[src/common/xif_defs.svh]
`ifndef XIF_DEFS_SVH
`define XIF_DEFS_SVH

// Operand and result width
`define XIF_XLEN 32

// Major opcodes of the custom instruction spaces
// custom-0 carries R-type, custom-1 carries I-type
`define XIF_OPC_CUSTOM0 7'b0001011
`define XIF_OPC_CUSTOM1 7'b0101011

// Coprocessor present when 1
// Set to 0 to fall back to the fixed responder that rejects everything
`define XIF_COPRO_EN 1'b1

`endif
[src/common/xif_pkg.sv]
`include "xif_defs.svh"

package xif_pkg;

  // R-type view of an instruction word
  typedef struct packed {
    logic [6:0] funct7;
    logic [4:0] rs2;
    logic [4:0] rs1;
    logic [2:0] funct3;
    logic [4:0] rd;
    logic [6:0] opcode;
  } xif_instr_r_t;

  // I-type view of an instruction word
  typedef struct packed {
    logic [11:0] imm;
    logic [4:0]  rs1;
    logic [2:0]  funct3;
    logic [4:0]  rd;
    logic [6:0]  opcode;
  } xif_instr_i_t;

  // Same 32-bit word, decoded either way
  typedef union packed {
    xif_instr_r_t r;
    xif_instr_i_t i;
  } xif_instr_u;

  // Operations understood by the coprocessor ALU
  typedef enum logic [2:0] {
    OP_ADD  = 3'd0,
    OP_SUB  = 3'd1,
    OP_XOR  = 3'd2,
    OP_MINU = 3'd3,
    OP_SLL  = 3'd4
  } copro_op_e;

  // Host request, instruction plus both operands
  typedef struct packed {
    xif_instr_u            instr;
    logic [`XIF_XLEN-1:0] rs1;
    logic [`XIF_XLEN-1:0] rs2;
  } host_req_t;

  typedef struct packed {
    logic [`XIF_XLEN-1:0] result;
    logic                 illegal;
  } host_rsp_t;

  // Issuer towards coprocessor
  typedef struct packed {
    logic                 issue_valid;
    xif_instr_u           instr;
    logic [`XIF_XLEN-1:0] rs1;
    logic [`XIF_XLEN-1:0] rs2;
    logic                 result_ready;
  } xif_req_t;

  // Coprocessor back towards issuer
  typedef struct packed {
    logic                 issue_ready;
    logic                 accept;
    logic                 result_valid;
    logic [`XIF_XLEN-1:0] result;
  } xif_resp_t;

endpackage

[src/hdl/cpu_subsys.sv]
`timescale 1ns/1ps

`include "xif_defs.svh"

module cpu_subsys (
  input  logic               clk_i,
  input  logic               rst_n_i,
  input  logic               host_req_i,
  input  xif_pkg::host_req_t host_req_data_i,
  output logic               host_ack_o,
  output xif_pkg::host_rsp_t host_rsp_o
);

  // Extension interface between issuer and coprocessor
  xif_pkg::xif_req_t  xif_req;
  xif_pkg::xif_resp_t xif_resp;

  offload_unit i_offload_unit (
    .clk_i           ( clk_i           ),
    .rst_n_i         ( rst_n_i         ),
    .host_req_i      ( host_req_i      ),
    .host_req_data_i ( host_req_data_i ),
    .host_ack_o      ( host_ack_o      ),
    .host_rsp_o      ( host_rsp_o      ),
    .xif_req_o       ( xif_req         ),
    .xif_resp_i      ( xif_resp        )
  );

  if (`XIF_COPRO_EN) begin : gen_coprocessor
    xif_coprocessor i_xif_coprocessor (
      .clk_i      ( clk_i    ),
      .rst_n_i    ( rst_n_i  ),
      .xif_req_i  ( xif_req  ),
      .xif_resp_o ( xif_resp )
    );
  end else begin : gen_fixed_responder
    // Always ready, never accepts, so every instruction comes back illegal
    always_comb begin
      xif_resp             = '0;
      xif_resp.issue_ready = 1'b1;
    end
  end

endmodule

[src/hdl/offload_unit.sv]
`timescale 1ns/1ps

module offload_unit (
  input  logic               clk_i,
  input  logic               rst_n_i,
  input  logic               host_req_i,
  input  xif_pkg::host_req_t host_req_data_i,
  output logic               host_ack_o,
  output xif_pkg::host_rsp_t host_rsp_o,
  output xif_pkg::xif_req_t  xif_req_o,
  input  xif_pkg::xif_resp_t xif_resp_i
);

  typedef enum logic [2:0] {
    IDLE,
    ISSUE,
    WAIT_RESULT,
    ACK,
    RELEASE
  } state_e;

  state_e             state_q;
  state_e             state_d;
  xif_pkg::host_req_t req_q;
  xif_pkg::host_rsp_t rsp_q;

  logic capture;
  logic issue_fire;
  logic result_fire;

  // New host request seen while idle
  assign capture     = (state_q == IDLE) && host_req_i;
  // Issue and result handshakes
  assign issue_fire  = (state_q == ISSUE) && xif_resp_i.issue_ready;
  assign result_fire = (state_q == WAIT_RESULT) && xif_resp_i.result_valid;

  always_comb begin
    state_d = state_q;
    case (state_q)
      IDLE: begin
        if (host_req_i) begin
          state_d = ISSUE;
        end
      end
      ISSUE: begin
        if (issue_fire) begin
          // Rejected instructions skip the result phase
          state_d = xif_resp_i.accept ? WAIT_RESULT : ACK;
        end
      end
      WAIT_RESULT: begin
        if (result_fire) begin
          state_d = ACK;
        end
      end
      ACK: begin
        // Ack stays up for as long as the host holds req
        if (!host_req_i) begin
          state_d = RELEASE;
        end
      end
      RELEASE: begin
        state_d = IDLE;
      end
      default: begin
        state_d = IDLE;
      end
    endcase
  end

  always_ff @(posedge clk_i or negedge rst_n_i) begin
    if (!rst_n_i) begin
      state_q <= IDLE;
    end else begin
      state_q <= state_d;
    end
  end

  // Request and response payload
  always_ff @(posedge clk_i) begin
    if (capture) begin
      req_q <= host_req_data_i;
    end
    if (issue_fire && !xif_resp_i.accept) begin
      rsp_q.result  <= '0;
      rsp_q.illegal <= 1'b1;
    end else if (result_fire) begin
      rsp_q.result  <= xif_resp_i.result;
      rsp_q.illegal <= 1'b0;
    end
  end

  // Instruction and operands come from the captured request and stay stable
  always_comb begin
    xif_req_o.issue_valid  = (state_q == ISSUE);
    xif_req_o.instr        = req_q.instr;
    xif_req_o.rs1          = req_q.rs1;
    xif_req_o.rs2          = req_q.rs2;
    xif_req_o.result_ready = (state_q == WAIT_RESULT);
  end

  assign host_ack_o = (state_q == ACK);
  assign host_rsp_o = rsp_q;

endmodule

[src/copro/xif_coprocessor.sv]
`timescale 1ns/1ps

`include "xif_defs.svh"

module xif_coprocessor (
  input  logic               clk_i,
  input  logic               rst_n_i,
  input  xif_pkg::xif_req_t  xif_req_i,
  output xif_pkg::xif_resp_t xif_resp_o
);

  logic                 accept;
  xif_pkg::copro_op_e   op;
  logic                 use_imm;
  logic [`XIF_XLEN-1:0] imm;
  logic [`XIF_XLEN-1:0] operand_b;
  logic                 issue_ready;
  logic                 start;
  logic                 result_valid;
  logic [`XIF_XLEN-1:0] result;

  copro_decoder i_copro_decoder (
    .instr_i   ( xif_req_i.instr ),
    .accept_o  ( accept          ),
    .op_o      ( op              ),
    .use_imm_o ( use_imm         ),
    .imm_o     ( imm             )
  );

  // Ready only while the result buffer is empty
  assign issue_ready = ~result_valid;
  // Only accepted issues start the ALU
  assign start       = xif_req_i.issue_valid & issue_ready & accept;
  assign operand_b   = use_imm ? imm : xif_req_i.rs2;

  copro_alu i_copro_alu (
    .clk_i          ( clk_i                  ),
    .rst_n_i        ( rst_n_i                ),
    .start_i        ( start                  ),
    .op_i           ( op                     ),
    .a_i            ( xif_req_i.rs1          ),
    .b_i            ( operand_b              ),
    .result_ready_i ( xif_req_i.result_ready ),
    .result_valid_o ( result_valid           ),
    .result_o       ( result                 )
  );

  always_comb begin
    xif_resp_o.issue_ready  = issue_ready;
    xif_resp_o.accept       = accept;
    xif_resp_o.result_valid = result_valid;
    xif_resp_o.result       = result;
  end

endmodule

[src/copro/copro_alu.sv]
`timescale 1ns/1ps

`include "xif_defs.svh"

module copro_alu (
  input  logic                 clk_i,
  input  logic                 rst_n_i,
  input  logic                 start_i,
  input  xif_pkg::copro_op_e   op_i,
  input  logic [`XIF_XLEN-1:0] a_i,
  input  logic [`XIF_XLEN-1:0] b_i,
  input  logic                 result_ready_i,
  output logic                 result_valid_o,
  output logic [`XIF_XLEN-1:0] result_o
);

  logic [`XIF_XLEN-1:0] alu_out;
  logic [`XIF_XLEN-1:0] result_q;
  logic                 valid_q;

  // All arithmetic wraps modulo 2^XLEN
  always_comb begin
    case (op_i)
      xif_pkg::OP_ADD:  alu_out = a_i + b_i;
      xif_pkg::OP_SUB:  alu_out = a_i - b_i;
      xif_pkg::OP_XOR:  alu_out = a_i ^ b_i;
      xif_pkg::OP_MINU: alu_out = (a_i < b_i) ? a_i : b_i;
      // Shift amount from the low five bits only
      xif_pkg::OP_SLL:  alu_out = a_i << b_i[4:0];
      default:          alu_out = '0;
    endcase
  end

  // One-entry result buffer
  always_ff @(posedge clk_i or negedge rst_n_i) begin
    if (!rst_n_i) begin
      valid_q <= 1'b0;
    end else if (start_i) begin
      valid_q <= 1'b1;
    end else if (valid_q && result_ready_i) begin
      valid_q <= 1'b0;
    end
  end

  always_ff @(posedge clk_i) begin
    if (start_i) begin
      result_q <= alu_out;
    end
  end

  assign result_valid_o = valid_q;
  assign result_o       = result_q;

endmodule

[src/copro/copro_decoder.sv]
`timescale 1ns/1ps

`include "xif_defs.svh"

module copro_decoder (
  input  xif_pkg::xif_instr_u  instr_i,
  output logic                 accept_o,
  output xif_pkg::copro_op_e   op_o,
  output logic                 use_imm_o,
  output logic [`XIF_XLEN-1:0] imm_o
);

  always_comb begin
    accept_o  = 1'b0;
    op_o      = xif_pkg::OP_ADD;
    use_imm_o = 1'b0;
    imm_o     = '0;

    // Opcode sits in the same place in both views
    case (instr_i.r.opcode)
      `XIF_OPC_CUSTOM0: begin
        if (instr_i.r.funct7 == 7'd0) begin
          accept_o = 1'b1;
          case (instr_i.r.funct3)
            3'd0: op_o = xif_pkg::OP_ADD;
            3'd1: op_o = xif_pkg::OP_SUB;
            3'd2: op_o = xif_pkg::OP_XOR;
            3'd3: op_o = xif_pkg::OP_MINU;
            default: accept_o = 1'b0;
          endcase
        end
      end
      `XIF_OPC_CUSTOM1: begin
        use_imm_o = 1'b1;
        case (instr_i.i.funct3)
          3'd0: begin
            // Add-immediate, sign-extended
            accept_o = 1'b1;
            op_o     = xif_pkg::OP_ADD;
            imm_o    = {{(`XIF_XLEN-12){instr_i.i.imm[11]}}, instr_i.i.imm};
          end
          3'd1: begin
            // Shift-left takes only a 5-bit amount, upper bits must be clear
            if (instr_i.i.imm[11:5] == 7'd0) begin
              accept_o = 1'b1;
              op_o     = xif_pkg::OP_SLL;
              imm_o    = {{(`XIF_XLEN-5){1'b0}}, instr_i.i.imm[4:0]};
            end
          end
          default: accept_o = 1'b0;
        endcase
      end
      default: accept_o = 1'b0;
    endcase
  end

endmodule

[config.mk]
export PLATFORM = sky130hd
export DESIGN_NAME = cpu_subsys
export DESIGN_NICKNAME = d
export VERILOG_FILES = /design/src/common/xif_pkg.sv /design/src/hdl/cpu_subsys.sv /design/src/hdl/offload_unit.sv /design/src/copro/xif_coprocessor.sv /design/src/copro/copro_alu.sv /design/src/copro/copro_decoder.sv
export VERILOG_INCLUDE_DIRS = /design/src /design/src/common
export SDC_FILE = /design/constraint.sdc
export NUM_CORES = 1
export LEC_CHECK = 0
export BUFFER_PORTS_ARGS = -buffer_cell sky130_fd_sc_hd__buf_2
export CELL_PAD_IN_SITES_DETAIL_PLACEMENT = 1
export CELL_PAD_IN_SITES_GLOBAL_PLACEMENT = 1
export CORE_MARGIN = 2
export CORE_UTILIZATION = 45
export CTS_CLUSTER_SIZE = 24
export DETAILED_ROUTE_END_ITERATION = 10
export GPL_TIMING_DRIVEN = 0
export PLACE_DENSITY = 0.8
export SETUP_SLACK_MARGIN = 0.05
export SYNTH_ARGS = -nofsm -noshare
export SYNTH_HDL_FRONTEND = slang
export SYNTH_SLANG_ARGS = --single-unit
[constraint.sdc]
create_clock -name clk_i -period 13.3 [get_ports clk_i]
set_input_delay 3.99 -clock clk_i [delete_from_list [all_inputs] [get_ports clk_i]]
set_output_delay 3.99 -clock clk_i [all_outputs]
set_load 0.01 [all_outputs]
==> flow_metrics.tcl <==
set metrics [dict create \
    cts-resized-gates 0 \
    dr.first_iter.drc_count 1203 \
    hold_viol 0 \
    critical_path_class "reg2reg" \
    cts_tree "done" \
    arrival_ns 7.84 \
    end_kind "flop" \
    drive_gt1_frac 0.123 \
    antenna_found_initial 0 \
    cap_violations 0 \
    placed_area_um2 13200 \
    clock-sinks 155 \
    hold_start "i_offload_unit.host_rsp_o[0]$_SDFFE_PP1P_" \
    ioPinCount 133 \
    clkTransAtPathRegs_ns 0.07 \
    syn-num-nets 1623 \
    synth_cell_types 76 \
    rr_startpoint "i_offload_unit.xif_req_o[96]$_DFFE_PP_" \
    cts_hold_buf 0 \
    cts_inserted_buffers 17 \
    fp.dieW_um 168 \
    hold_path_end "i_offload_unit.host_rsp_o[0]$_SDFFE_PP1P_" \
    grt_pass1_wl_mm 74.8 \
    final_cell_area_um2 13800 \
    fp-row-count 60 \
    min_period_over_period 0.580 \
    p_leak_nw 5.60 \
    cts_setup_buffers 0 \
    holdPathStages 1 \
    grt_usage 0.346 \
    synthToLayoutAreaGrowth_pct 14.4 \
    cts-root-buf "clkbuf_16" \
    synth_edf_count 118 \
    grt_pass1_vias 12600 \
    clk-insertion-delay-late_ns 0.44 \
    syn_inst 1457 \
    path_max_fanout 11 \
    finalMaxSlewViolations 0 \
    initial_core_util 0.454 \
    wirelength_mm 49.1 \
    num_vias 12700 \
    synthArstFlopShare 0.0258 \
    finalCriticalPeriod_ns 7.72 \
    yosysSeqAreaShare 0.356 \
    synthFlopType "edfxtp_1" \
    max_freq_ghz 0.130 \
    drc_errors 0 \
    synth_area_um2 12100 \
    portBuffers 122 \
    wl_per_cell_um 25.1 \
    rrSetupSlack_ns 5.58 \
    synth_top_area_frac 0.293 \
    cts_max_level 4 \
    required_ns 13.42 \
    crit_path_start_kind "flop" \
    layout.nets 1773 \
    core_um2 26700 \
    syn_avg_cell_area_um2 8.30 \
    ys_seq_elements 155 \
    multi_input_area_um2 7180 \
    die-area_um2 28200 \
    setup_tns_ns 0 \
    die-height_um 168 \
    power.density_nw_per_um2 157 \
    drt_first_pass_iters 5 \
    hp-class "reg2reg" \
    synth_area_leaders "edfxtp_1, ha_1, a21oi_1, mux2i_1, nand2_1" \
    setup_viol 0 \
    gp_congestion 0.978 \
    yosysWarnings 0 \
    slew_headroom 0.133 \
    tightestPinTransition_ns 1.28 \
    num_antenna_cells 0 \
    rr_worst_depth 20 \
    fillers 3268 \
    rsz0062_at_grt "false" \
    hpwlAfterDp_mm 37.9 \
    finClkSkew_ns 0.0160 \
    viasPerCell 6.45 \
    worst_ir_drop_vdd_v 0.0000872 \
    register_area_um2 4300 \
    grt_overflow 0 \
    status "finished, final reports clean" \
    startpoint "i_offload_unit.xif_req_o[96]$_DFFE_PP_" \
    grt_max_degree 19 \
    yosysTopAreaCell "edfxtp_1" \
    clk_path_buf_depth 2 \
    fin_hold_ws_ns 0.446 \
    drtAntennaViolNets 0 \
]
[critical path, stage by stage (launching register included)]
cell      delay [ns]
edfxtp_1        0.50
or4_4           0.58
o31ai_1         0.54
a31o_2          0.33
clkbuf_1        0.43
clkbuf_1        0.53
ha_1            0.30
inv_1           0.06
fa_1            0.40
nand2b_1        0.12
a211oi_1        0.11
o311a_1         0.40
a31oi_1         0.46
a211oi_1        0.34
o21a_1          0.31
o41ai_1         0.34
buf_2           0.36
clkbuf_1        0.71
nor2_1          0.08
a21oi_1         0.24
o221ai_1        0.23
[where the power goes]
group | switching [mW] | internal, mW
logic | 0.653 | 0.338
registers | 0.0656 | 0.598
clock network | 0.221 | 0.296
total | 0.940 | 1.23
[layout by cell type (no fill, tap or decap), types with 20 or more instances in the layout]
master / Yosys / routed
nor2b_1: 25 / 25
nand2_1: 183 / 183
o221ai_1: 20 / 20
edfxtp_1: 118 / 118
nor2_1: 176 / 176
a21oi_1: 159 / 159
and3_1: 21 / 21
mux2i_1: 69 / 69
clkbuf_1: 75 / 77
dfxtp_1: 33 / 33
a311oi_1: 25 / 25
ha_1: 65 / 65
nor3_1: 28 / 28
inv_1: 66 / 66
a211oi_1: 20 / 20
a31oi_1: 22 / 22
o21ai_0: 58 / 58
buf_2: 8 / 130
nand3_1: 25 / 25
[metrics by stage]
stage	utilization	setup slack (ns)	power (mW)	instances
after floorplan	-	4.02	1.30	1457
after global placement	0.493	1.77	1.60	1920
after detailed placement	0.497	5.90	1.62	1929
after CTS	0.519	5.83	2.14	1961
after global routing	0.519	5.37	2.27	1961
final	0.519	5.58	2.17	1961
[registers in the layout, indices dropped and copies added (netlist names)]
signal / cells
gen_coprocessor.i_xif_coprocessor.i_copro_alu.result_o: 32
i_offload_unit.xif_req_o: 86
gen_coprocessor.i_xif_coprocessor.i_copro_alu.result_valid_o: 1
i_offload_unit.state_q: 3
i_offload_unit.host_rsp_o: 33
[cell type report]
cell class	instances	share of cell area
multi-input cells	1139	0.519
flip-flops and latches	155	0.311
repair buffers	131	0.0504
clock buffers	21	0.0341
well taps	341	0.0308
plain buffers	93	0.0265
inverters	70	0.0190
clock inverters	11	0.00931
[how the worst max path moves through the flow]
| stage | end | slack (ns) | cells past startpoint |
|---|---|---|---|
| final | flop | 5.58 | 20 |
| after global routing | flop | 5.37 | 21 |
| after CTS | flop | 5.83 | 20 |
| after detailed placement | flop | 5.90 | 20 |
| after global placement | i_offload_unit.xif_req_o[58]$_DFFE_PP_ | 1.77 | 2 |
| after floorplan | i_offload_unit.xif_req_o[10]$_DFFE_PP_ | 4.02 | 1 |
[cell usage after synthesis, drive strengths merged (7+ instances only)]
library cell	count
nand2	183
nor2	178
a21oi	159
edfxtp	118
clkbuf	75
inv	69
mux2i	69
ha	65
o21ai	58
dfxtp	33
nor3	30
a311oi	25
nand3	25
nor2b	25
a31oi	22
a211oi	21
and3	21
o221ai	20
a21o	18
buf	18
o211ai	17
nor4	14
xnor2	14
nand2b	13
o22ai	12
or3	12
o21a	11
o21bai	9
o31ai	9
a22oi	8
mux2	8
or4	7
[layer usage]
layer | vias to the layer above | GRT usage | wire length (µm)
li1 | 5682 | - | -
met1 | 6213 | 0.467 | 20800
met2 | 632 | 0.566 | 22500
met3 | 124 | 0.0491 | 3900
met4 | 0 | 0.127 | 1950
met5 | - | 0 | 0
[cells by family after synthesis]
group	synth area share
multiplexers	0.0646
AO/OA/AOI/OAI	0.242
buffers and inverters	0.0520
flip-flops	0.356
adder cells (fa/ha/maj)	0.0706
AND/OR/NAND/NOR	0.204
XOR/XNOR	0.0109
Note: power is estimated with default switching activity, not from simulation.
